==> src/logic/noc_chain_pkg.sv <==
/* shared widths, FIR taps, cipher round keys, spare block constants
   and the processor state type for the NoC chain */
`default_nettype none

package noc_chain_pkg;

    // datapath widths
    localparam int noc_dw   = 32;
    localparam int arith_dw = 32;

    // generator decimation factor
    localparam int acc_const = 4;

    // symmetric four-tap FIR, x[n] first
    localparam logic [noc_dw-1:0] fir_coef [4] = '{32'd1, 32'd3, 32'd3, 32'd1};

    // one key per cipher round
    localparam logic [noc_dw-1:0] round_key [4] = '{
        32'h67452301, 32'hefcdab89, 32'h98badcfe, 32'h10325476
    };

    // rotate-left amount inside a round
    localparam int rot_amt = 5;

    // OR masks for the eight adder tree inputs
    localparam logic [arith_dw-1:0] spare_mask [8] = '{
        32'h67452301, 32'hefcdab89, 32'h98badcfe, 32'h10325476,
        32'hc3d2e1f0, 32'h5a827999, 32'h6ed9eba1, 32'h8f1bbcdc
    };

    // golden ratio constant for the spare multiplier
    localparam logic [arith_dw-1:0] spare_mult = 32'h9e3779b9;

    // words per router input FIFO
    localparam int fifo_depth = 4;

    // done doubles as the cycle where the ciphertext is presented
    typedef enum logic [1:0] {idle, round, done} proc_state_t;

endpackage

`default_nettype wire

==> src/logic/traffic_generator.sv <==
/* four-tap FIR over the input stream, decimated by four,
   with a one-cycle valid pulse per output word */
`timescale 1ns/1ps
`default_nettype none

module traffic_generator (
    input  logic                             clk,
    input  logic                             reset,
    input  logic [noc_chain_pkg::noc_dw-1:0] data_in,
    output logic [noc_chain_pkg::noc_dw-1:0] tg_data,
    output logic                             tg_valid
);
    import noc_chain_pkg::*;

    logic [$clog2(acc_const)-1:0] phase;
    // x[n-1], x[n-2], x[n-3]; data_in itself is x[n]
    logic [noc_dw-1:0]            history [3];
    logic [noc_dw-1:0]            tap_sum;
    logic                         last_phase;

    // weighted tap sum, wraps mod 2^32
    assign tap_sum = fir_coef[0] * data_in
                   + fir_coef[1] * history[0]
                   + fir_coef[2] * history[1]
                   + fir_coef[3] * history[2];

    assign last_phase = (int'(phase) == acc_const - 1);

    always_ff @(posedge clk) begin
        if (reset) begin
            phase      <= '0;
            tg_valid   <= 1'b0;
            history[0] <= '0;
            history[1] <= '0;
            history[2] <= '0;
        end else begin
            phase      <= last_phase ? '0 : phase + 1'b1;
            // valid lands in the cycle after phase 3
            tg_valid   <= last_phase;
            // shift every cycle, not only on output
            history[0] <= data_in;
            history[1] <= history[0];
            history[2] <= history[1];
        end
    end

    // output word only moves on the decimation edge
    always_ff @(posedge clk) begin
        if (last_phase) begin
            tg_data <= tap_sum;
        end
    end

endmodule

`default_nettype wire

==> src/logic/master_interface.sv <==
/* two-entry buffer turning generator pulses into a valid/ready stream,
   with a sticky overflow flag */
`timescale 1ns/1ps
`default_nettype none

module master_interface (
    input  logic                             clk,
    input  logic                             reset,
    input  logic [noc_chain_pkg::noc_dw-1:0] tg_data,
    input  logic                             tg_valid,
    output logic [noc_chain_pkg::noc_dw-1:0] m_data,
    output logic                             m_valid,
    input  logic                             m_ready,
    output logic                             overflow
);
    import noc_chain_pkg::*;

    logic [noc_dw-1:0] buffer [2];
    logic              wr_ptr;
    logic              rd_ptr;
    logic [1:0]        count;
    logic              full;
    logic              push;
    logic              pop;

    assign full    = (count == 2'd2);
    // pulse while full is dropped and flagged
    assign push    = tg_valid && !full;
    assign pop     = m_valid && m_ready;
    // oldest word heads the stream
    assign m_valid = (count != 2'd0);
    assign m_data  = buffer[rd_ptr];

    always_ff @(posedge clk) begin
        if (reset) begin
            wr_ptr   <= 1'b0;
            rd_ptr   <= 1'b0;
            count    <= 2'd0;
            overflow <= 1'b0;
        end else begin
            if (push) begin
                wr_ptr <= ~wr_ptr;
            end
            if (pop) begin
                rd_ptr <= ~rd_ptr;
            end
            count <= count + 2'(push) - 2'(pop);
            // sticky until reset
            if (tg_valid && full) begin
                overflow <= 1'b1;
            end
        end
    end

    always_ff @(posedge clk) begin
        if (push) begin
            buffer[wr_ptr] <= tg_data;
        end
    end

endmodule

`default_nettype wire

==> src/logic/noc_router.sv <==
/* single router hop: four-deep input FIFO feeding a registered
   valid/ready output stage */
`timescale 1ns/1ps
`default_nettype none

module noc_router (
    input  logic                             clk,
    input  logic                             reset,
    input  logic [noc_chain_pkg::noc_dw-1:0] in_data,
    input  logic                             in_valid,
    output logic                             in_ready,
    output logic [noc_chain_pkg::noc_dw-1:0] out_data,
    output logic                             out_valid,
    input  logic                             out_ready
);
    import noc_chain_pkg::*;

    logic [noc_dw-1:0]                mem [fifo_depth];
    logic [$clog2(fifo_depth)-1:0]    wr_ptr;
    logic [$clog2(fifo_depth)-1:0]    rd_ptr;
    logic [$clog2(fifo_depth+1)-1:0]  count;
    logic                             fifo_push;
    logic                             fifo_pop;

    // back-pressure straight from occupancy
    assign in_ready  = (int'(count) != fifo_depth);
    assign fifo_push = in_valid && in_ready;
    // refill output stage when empty or draining
    assign fifo_pop  = (count != '0) && (!out_valid || out_ready);

    always_ff @(posedge clk) begin
        if (reset) begin
            wr_ptr    <= '0;
            rd_ptr    <= '0;
            count     <= '0;
            out_valid <= 1'b0;
        end else begin
            if (fifo_push) begin
                wr_ptr <= wr_ptr + 1'b1;
            end
            if (fifo_pop) begin
                rd_ptr <= rd_ptr + 1'b1;
            end
            count <= count + ($bits(count))'(fifo_push) - ($bits(count))'(fifo_pop);
            // hold while the next hop stalls
            if (fifo_pop) begin
                out_valid <= 1'b1;
            end else if (out_ready) begin
                out_valid <= 1'b0;
            end
        end
    end

    // storage and output word
    always_ff @(posedge clk) begin
        if (fifo_push) begin
            mem[wr_ptr] <= in_data;
        end
        if (fifo_pop) begin
            out_data <= mem[rd_ptr];
        end
    end

endmodule

`default_nettype wire

==> src/logic/slave_interface.sv <==
/* one-entry receive register at the network edge,
   emptied when the processor takes the word */
`timescale 1ns/1ps
`default_nettype none

module slave_interface (
    input  logic                             clk,
    input  logic                             reset,
    input  logic [noc_chain_pkg::noc_dw-1:0] na_data,
    input  logic                             na_valid,
    output logic                             na_ready,
    output logic [noc_chain_pkg::noc_dw-1:0] s_data,
    output logic                             s_valid,
    input  logic                             s_take
);
    logic full;
    logic accept;

    // only an empty register accepts
    assign na_ready = !full;
    assign accept   = na_valid && na_ready;
    assign s_valid  = full;

    always_ff @(posedge clk) begin
        if (reset) begin
            full <= 1'b0;
        end else if (s_take) begin
            full <= 1'b0;
        end else if (accept) begin
            full <= 1'b1;
        end
    end

    // word held until taken
    always_ff @(posedge clk) begin
        if (accept) begin
            s_data <= na_data;
        end
    end

endmodule

`default_nettype wire

==> src/logic/traffic_processor.sv <==
/* four-round cipher FSM and ciphertext register,
   one word every four cycles */
`timescale 1ns/1ps
`default_nettype none

module traffic_processor (
    input  logic                             clk,
    input  logic                             reset,
    input  logic [noc_chain_pkg::noc_dw-1:0] s_data,
    input  logic                             s_valid,
    output logic                             s_take,
    output logic [noc_chain_pkg::noc_dw-1:0] enc_data,
    output logic                             enc_valid
);
    import noc_chain_pkg::*;

    proc_state_t       state;
    logic [1:0]        rnd;
    logic [noc_dw-1:0] cipher;

    // xor key, rotate left, add key
    function automatic logic [noc_dw-1:0] cipher_round(
        input logic [noc_dw-1:0] x,
        input logic [1:0]        r
    );
        logic [noc_dw-1:0] t;
        t = x ^ round_key[r];
        return ((t << rot_amt) | (t >> (noc_dw - rot_amt))) + round_key[r];
    endfunction

    // take cycle also runs round 0
    assign s_take    = (state != round) && s_valid;
    assign enc_valid = (state == done);

    always_ff @(posedge clk) begin
        if (reset) begin
            state    <= idle;
            rnd      <= 2'd0;
            enc_data <= '0;
        end else begin
            case (state)
                round: begin
                    rnd <= rnd + 1'b1;
                    // final round goes straight to the output register
                    if (rnd == 2'd3) begin
                        enc_data <= cipher_round(cipher, rnd);
                        state    <= done;
                    end
                end
                default: begin
                    // done behaves like idle so back-to-back words keep pace
                    if (s_take) begin
                        rnd   <= 2'd1;
                        state <= round;
                    end else begin
                        state <= idle;
                    end
                end
            endcase
        end
    end

    // working cipher state
    always_ff @(posedge clk) begin
        if (s_take) begin
            cipher <= cipher_round(s_data, 2'd0);
        end else if (state == round) begin
            cipher <= cipher_round(cipher, rnd);
        end
    end

endmodule

`default_nettype wire

==> src/logic/spare_arith.sv <==
/* free-running counter, eight masked inputs, three-stage adder tree
   and constant multiplier */
`timescale 1ns/1ps
`default_nettype none

module spare_arith (
    input  logic                                clk,
    input  logic                                reset,
    output logic [noc_chain_pkg::arith_dw-1:0]  mult_res
);
    import noc_chain_pkg::*;

    logic [arith_dw-1:0] counter;
    logic [arith_dw-1:0] spare_in [8];
    logic [arith_dw-1:0] stage_one [4];
    logic [arith_dw-1:0] stage_two [2];
    logic [arith_dw-1:0] sum;

    always_ff @(posedge clk) begin
        if (reset) begin
            counter <= '0;
        end else begin
            counter <= counter + 1'b1;
        end
    end

    // input i is (i*c + i) | mask, input 0 is c | mask
    for (genvar i = 0; i < 8; i++) begin : gen_inputs
        localparam logic [arith_dw-1:0] mul_k = (i == 0) ? 1 : i;
        localparam logic [arith_dw-1:0] add_k = i;

        always_ff @(posedge clk) begin
            if (reset) begin
                spare_in[i] <= '0;
            end else begin
                spare_in[i] <= (mul_k * counter + add_k) | spare_mask[i];
            end
        end
    end

    // 8-4-2-1 reduction, one register per level
    always_ff @(posedge clk) begin
        if (reset) begin
            stage_one <= '{default: '0};
            stage_two <= '{default: '0};
            sum       <= '0;
        end else begin
            for (int k = 0; k < 4; k++) begin
                stage_one[k] <= spare_in[2*k] + spare_in[2*k+1];
            end
            stage_two[0] <= stage_one[0] + stage_one[1];
            stage_two[1] <= stage_one[2] + stage_one[3];
            sum          <= stage_two[0] + stage_two[1];
        end
    end

    // low word of the product only
    assign mult_res = sum * spare_mult;

endmodule

`default_nettype wire

==> src/logic/spread_noc_chain.sv <==
/* top level: generator, two-hop NoC chain, processor, spare arithmetic
   and the masked output */
`timescale 1ns/1ps
`default_nettype none

module spread_noc_chain (
    input  logic                             clk,
    input  logic                             reset,
    input  logic [noc_chain_pkg::noc_dw-1:0] data_in,
    output logic [noc_chain_pkg::noc_dw-1:0] data_out,
    output logic                             data_valid
);
    import noc_chain_pkg::*;

    // generator to master interface
    logic [noc_dw-1:0]   tg_data;
    logic                tg_valid;
    // master interface to router_one
    logic [noc_dw-1:0]   m_data;
    logic                m_valid;
    logic                m_ready;
    logic                overflow;
    // router_one to router_two
    logic [noc_dw-1:0]   r1_data;
    logic                r1_valid;
    logic                r1_ready;
    // router_two to slave interface
    logic [noc_dw-1:0]   na_data;
    logic                na_valid;
    logic                na_ready;
    // slave interface to processor
    logic [noc_dw-1:0]   s_data;
    logic                s_valid;
    logic                s_take;
    logic [noc_dw-1:0]   enc_data;
    logic                enc_valid;
    // spare block, not on the network
    logic [arith_dw-1:0] mult_res;

    traffic_generator tg (
        .clk(clk), .reset(reset), .data_in(data_in),
        .tg_data(tg_data), .tg_valid(tg_valid)
    );

    master_interface mi (
        .clk(clk), .reset(reset), .tg_data(tg_data), .tg_valid(tg_valid),
        .m_data(m_data), .m_valid(m_valid), .m_ready(m_ready), .overflow(overflow)
    );

    noc_router router_one (
        .clk(clk), .reset(reset),
        .in_data(m_data), .in_valid(m_valid), .in_ready(m_ready),
        .out_data(r1_data), .out_valid(r1_valid), .out_ready(r1_ready)
    );

    noc_router router_two (
        .clk(clk), .reset(reset),
        .in_data(r1_data), .in_valid(r1_valid), .in_ready(r1_ready),
        .out_data(na_data), .out_valid(na_valid), .out_ready(na_ready)
    );

    slave_interface si (
        .clk(clk), .reset(reset),
        .na_data(na_data), .na_valid(na_valid), .na_ready(na_ready),
        .s_data(s_data), .s_valid(s_valid), .s_take(s_take)
    );

    traffic_processor tp (
        .clk(clk), .reset(reset), .s_data(s_data), .s_valid(s_valid),
        .s_take(s_take), .enc_data(enc_data), .enc_valid(enc_valid)
    );

    spare_arith sa (
        .clk(clk), .reset(reset), .mult_res(mult_res)
    );

    // network result masked by the spare product
    assign data_out   = enc_data & mult_res;
    assign data_valid = enc_valid;

endmodule

`default_nettype wire

==> config.mk <==
export PLATFORM = sky130hd
export DESIGN_NAME = spread_noc_chain
export DESIGN_NICKNAME = d
export VERILOG_FILES = /design/src/logic/noc_chain_pkg.sv /design/src/logic/traffic_generator.sv /design/src/logic/master_interface.sv /design/src/logic/noc_router.sv /design/src/logic/slave_interface.sv /design/src/logic/traffic_processor.sv /design/src/logic/spare_arith.sv /design/src/logic/spread_noc_chain.sv
export SDC_FILE = /design/constraint.sdc
export NUM_CORES = 2
export LEC_CHECK = 0
export ABC_AREA = 1
export BUFFER_PORTS_ARGS = -buffer_cell sky130_fd_sc_hd__buf_2
export CORE_AREA = 2 2 474 288
export CTS_BUF_LIST = sky130_fd_sc_hd__clkbuf_4 sky130_fd_sc_hd__clkbuf_8 sky130_fd_sc_hd__clkbuf_16
export DETAILED_ROUTE_END_ITERATION = 12
export DIE_AREA = 0 0 476 290
export HOLD_SLACK_MARGIN = 0.06
export PLACE_DENSITY_LB_ADDON = 0.08
export SLEW_MARGIN = 20
export SYNTH_ARGS = -nofsm -noshare
export SYNTH_HDL_FRONTEND = slang
export SYNTH_HIERARCHICAL = 1
export SYNTH_SLANG_ARGS = --single-unit
export TNS_END_PERCENT = 50
==> constraint.sdc <==
create_clock -name clk -period 19.7 [get_ports clk]
set_input_delay 1.97 -clock clk [delete_from_list [all_inputs] [get_ports clk]]
set_output_delay 1.97 -clock clk [all_outputs]
set_load 0.03 [all_outputs]
* After elaboration in Yosys (flattened, before gate mapping)
Memories as Yosys holds them, arrays and structs flattened. A register that Yosys moved wholly into a read port is not among the register bits.
Cells that the tools add are included.
W data, S select, Z words.
** Storage, ports and cells
- Bits in registers :: 412
- Memory bits (writable) :: 672
- Input port bits :: 34
- Word-level logic and storage cells :: 158
- Memories kept :: 5
** Memories
- sa.spare_in :: depth 8, width 32, rd ports 8, clocked after Yosys merged registers in 0, write ports 8, RTL line spare_arith.sv:14 : logic [arith_dw-1:0] spare_in [8];
- router_one.mem :: depth 4, width 32, rd ports 1, clocked after Yosys merged registers in 1, write ports 1, RTL line noc_router.sv:18 : logic [noc_dw-1:0] mem [fifo_depth];
- router_two.mem :: depth 4, width 32, rd ports 1, clocked after Yosys merged registers in 1, write ports 1, RTL line noc_router.sv:18
- tg.history :: depth 3, width 32, rd ports 3, clocked after Yosys merged registers in 0, write ports 3, RTL line traffic_generator.sv:17 : logic [noc_dw-1:0] history [3];
- mi.buffer :: depth 2, width 32, rd ports 1, clocked after Yosys merged registers in 1, write ports 1, RTL line master_interface.sv:18 : logic [noc_dw-1:0] buffer [2];
** Cells by class
- $add $sub $neg :: 31
- Multiply operators :: 7
- Magnitude comparators :: 1
- Eq/ne operators :: 10
- Mux-type cells :: 36
- Bitwise operators :: 19
- Reduce and logical (&&, ||, !) cells :: 21
** Operator list (number)
- $mux W32 :: 15
- $add A32 B32 Y32 :: 11
- $mul A2 B32 Y32 const A :: 3
- $add A32 B3 Y32 const B :: 2
- $bmux W32 S2 :: 1
- $or A32 B5 Y32 :: 2
- $add A32 B1 Y32 const B :: 1
- $add A32 B2 Y32 const B :: 1
- $add A32 B31 Y32 const B :: 1
- $and A32 B32 Y32 :: 1
- $mul A2 B32 Y31 const A :: 1
- $mul A3 B32 Y31 const A :: 1
- $mul A3 B32 Y32 const A :: 1
- $mul A32 B32 Y32 const B :: 1
- $xor A32 B32 Y32 :: 1
- $add A31 B2 Y31 const B :: 1
- $add A31 B3 Y31 const B :: 1
- $add A30 B3 Y30 const B :: 1
- $mux W1 :: 16
- $add A2 B1 Y2 const B :: 6
- $not A12 Y12 :: 1
- $or A1 B1 Y1 :: 11
- $mux W2 :: 4
- $logic_and A1 B1 Y1 :: 7
- other kinds (18) :: 34

* Depth between registers and ports, before layout
- Depth in word-level cells :: 9
- Gate-level depth with buffers :: 30
- Gate-level depth less buffers :: 30

* Cells and area by module
The synthesis kept the hierarchy.
** By module, submodules not included
- spare_arith :: instances 1, cells an instance 4370, area each 34326.7 um^2
- noc_router :: instances 2, cells an instance 406, area each 6178.4 um^2
- traffic_generator :: instances 1, cells an instance 1134, area each 9231.4 um^2
- traffic_processor :: instances 1, cells an instance 1052, area each 6575.1 um^2
- master_interface :: instances 1, cells an instance 140, area each 2732.6 um^2
- slave_interface :: instances 1, cells an instance 41, area each 1011.0 um^2
- spread_noc_chain :: instances 1, cells an instance 64, area each 240.2 um^2

* Worst setup path after synthesis
OpenSTA, ideal clock, no wires.
- Path type :: register to output
- From :: reg sa.sum[6]
- To :: out data_out[29] in the netlist's numbering
- Arrival :: 6595 ps
- Required time :: 17730 ps
- Slack :: 11135 ps
- Cell stages (with the launch flop) :: 27
- Path buffers :: 0
- Path through :: dfxtp_1 inv_1 fa_1 inv_1 fa_1 fa_1 inv_1 fa_1 inv_1 fa_1 inv_1 fa_1 inv_1 fa_1 inv_1 fa_1 inv_1 ha_1 nand2_1 nor2_1 nand4_1 o21ai_0 a21oi_1 o21ai_0 xor2_1 nand2_1 inv_1
** Between the ends
- Longest elaborated chain between the ends :: 2
** RTL lines
- start: declaration :: RTL line spare_arith.sv:17 : logic [arith_dw-1:0] sum;
- start signal: assignment :: RTL line spare_arith.sv:53 : sum <= stage_two[0] + stage_two[1];
- $mul A32 B32 Y32 :: RTL line spare_arith.sv:58 : assign mult_res = sum * spare_mult;
- net mult_res[29] :: RTL line spread_noc_chain.sv:38 : logic [arith_dw-1:0] mult_res;
- $and A32 B32 Y32 :: RTL line spread_noc_chain.sv:78 : assign data_out = enc_data & mult_res;
- end: declaration :: RTL line spread_noc_chain.sv:10 : output logic [noc_chain_pkg::noc_dw-1:0] data_out,
The timed path passes the listed nets, and every way through them passes these cells.

* Final worst setup path
- From :: reg sa.sum[5]
- To :: out data_out[25] in the netlist's numbering
Same word-level chain as after synthesis.

==> out/results.tsv <==
metric	value	unit
non-filler cells, final	9567	
DRC viols	0	
PortBufs	66	
row cnt	104	
share of layout cells above drive strength 1	5.59	%
Pre-Repair DR Iteration Count	8	
peak supply drop	330	uV
worst-skew pair later-pin latency	0.70	ns
Tcrit/Tclk final	50.0	%
root buf cell	clkbuf_16	
hold depth	2	
R2R Path End	tg/tg_data[16]$_DFFE_PP_	
Wirelength per Cell	18.4	um
setup bufs post-CTS	0	
DRT iter0 DRCs	4130	
Layout Skew	0.0282	ns
post-synth design cell area	66400	um2
Core Region	133000	um2
GR Util All Layers	25.7	%
starting density of the core	49.8	%
antenna violations before repair	10	
post-route ant nets	0	
Post-Syn Nets	8725	
area grow syn2layout	8.08	%
Vias/cell	5.21	
Post-CTS Hold Buffers	0	
die footprint	138000	um2
critical path type	register to primary output	
Critical Path RT	17.73	ns
reg-to-reg startpoint	tg/history[0][1]$_SDFF_PP0_	
# fillers	12400	
hold violation total from the final report	0	
Least-Margin Pin Slew	1.11	ns
antenna diode count	0	
Worst Hold End	sa/stage_one[63]$_SDFF_PP0_	
CTS resizes	0	
pin count of the biggest net entering global routing	81	
CTS tree	yes	
Worst setup EP type	primary output	
Worst setup startpoint	sa/sum[5]$_SDFF_PP0_	
Worst Setup Start Kind	register	
Slew Viols, Final	0	
Post-Place Cells	9397	
FF-to-FF setup slack	15.60	ns
total negative slack	0	ns
RSZ-0062 raised after global routing	no	
final RePlAce weighted congestion	0.949	
final design utilization	53.8	%
status	finished, final reports clean	
Final nets	8805	
Mapped Cells	7609	
# IOs	67	
yosys warns	6	
chip width	476	um
R2R depth	16	
Clock Sinks	956	
Clock Tree Buf Depth	3	
via count	49800	
detailed placer's ending HPWL	140	mm
H-tree lvl count	3	
CTS Buf Count	92	
global route overflow	0	
Mean Syn Cell Area	8.73	um2
max_slew headroom	25.0	%
Clock Pin Slew Worst Setup and Hold Paths	0.07	ns
Final min period	9.84	ns
LEAKAGE	34.2	nW
setup violators final	0	
Routed WL	176	mm
Crit Path Max Fanout	8	
first-pass GRT wire length	276	mm
DIE HEIGHT	290	um
f_max	0.102	GHz
Hold WC Path Type	register to register	
min-delay src	sa/spare_in[1][63]$_SDFF_PP0_	
number of global-route vias before repair	47700	
max_cap viols	0	
Critical Path AT	7.87	ns
Cell Pwr Density	146	nW/um2
==> metrics by stage <==
step / setup slack (ns) / power [W] / instance area [um2] / hold WS (ns)
final: 9.86 / 0.0105 / 71800 / 0.401
after global routing: 9.38 / 0.0115 / 71800 / 0.412
after CTS: 9.79 / 0.0106 / 71800 / 0.409
after detailed placement: 10.55 / 0.00871 / 68700 / 0.399
after global placement: 10.56 / 0.00867 / 68700 / 0.391
after floorplan: 11.13 / 0.00713 / 66400 / 0.388
==> worst max-delay path, stage by stage, from the launching register on <==
cell and delay [ns]:
dfxtp_1 0.57, inv_1 0.22, fa_1 0.54, inv_1 0.05, fa_1 0.42, fa_1 0.54
inv_1 0.06, fa_1 0.53, inv_1 0.05, fa_1 0.49, inv_1 0.05, fa_1 0.47
inv_1 0.05, fa_1 0.52, inv_1 0.05, fa_1 0.54, inv_1 0.04, ha_1 0.34
nand2_1 0.08, nor2_1 0.20, nand4_1 0.10, o21ai_0 0.35, a21oi_1 0.20, o21ai_0 0.25
xor2_1 0.17, nand2_1 0.08, inv_1 0.06, buf_2 0.18
==> flip-flops by register name, indices dropped and copies added, names as in the netlist, 3 cells and up, named ones only <==
signal,count
tp/cipher,32
router_one/out_data,32
sa/counter,32
tg/tg_data,32
tg/history,96
sa/spare_in,79
sa/sum,32
si/s_data,32
mi/buffer,64
router_two/mem,128
router_two/out_data,32
router_one/mem,128
sa/stage_two,64
router_two/count,3
sa/stage_one,112
router_one/count,3
tp/enc_data,32
==> where the power goes <==
part           internal (W)  total, W  switching (W)  leakage (nW)
clock               0.00103   0.00183       0.000800          1.57
combinational       0.00207   0.00588        0.00381          24.3
sequential          0.00258   0.00278       0.000199          8.33
total               0.00568    0.0105        0.00480          34.2
==> cell usage in the layout (no fill, tap or decap), types with 65 or more instances in the layout <==
master	count
a21oi_1	511
ha_1	658
nor2_1	785
fa_1	424
o22ai_1	67
dfxtp_1	471
buf_2	65
o21ai_0	400
nand3_1	304
nand2_1	1206
edfxtp_1	480
nand4_1	77
nor3_1	73
xor2_1	97
clkbuf_16	93
inv_1	1410
==> worst max path at each step <==
stage,to,slack (ns)
2_1_floorplan,data_out[29],11.13
3_3_place_gp,data_out[25],10.56
3_5_place_dp,data_out[29],10.55
4_1_cts,data_out[29],9.79
5_1_grt,data_out[25],9.38
6_report,data_out[25],9.86
==> routing by layer <==
layer  vias to the layer above  wire length [um]  GRT usage (%)
met2                      1372             67400           34.8
met3                       194             11200           3.53
met5                         -                 0              0
li1                      24900                 -              -
met1                     23400             94300           42.8
met4                         0              2970           4.44
==> layout make-up <==
cell class	count	area [um2]	area share, %
clock buffers	131	2730	3.80
flip-flops and latches	956	24000	33.4
inverters	1427	5360	7.47
repair buffers	106	641	0.892
well taps	1802	2250	3.14
multi-input cells	5106	36500	50.8
clock inverters	39	405	0.565
Power figures use the tool's default switching activity.
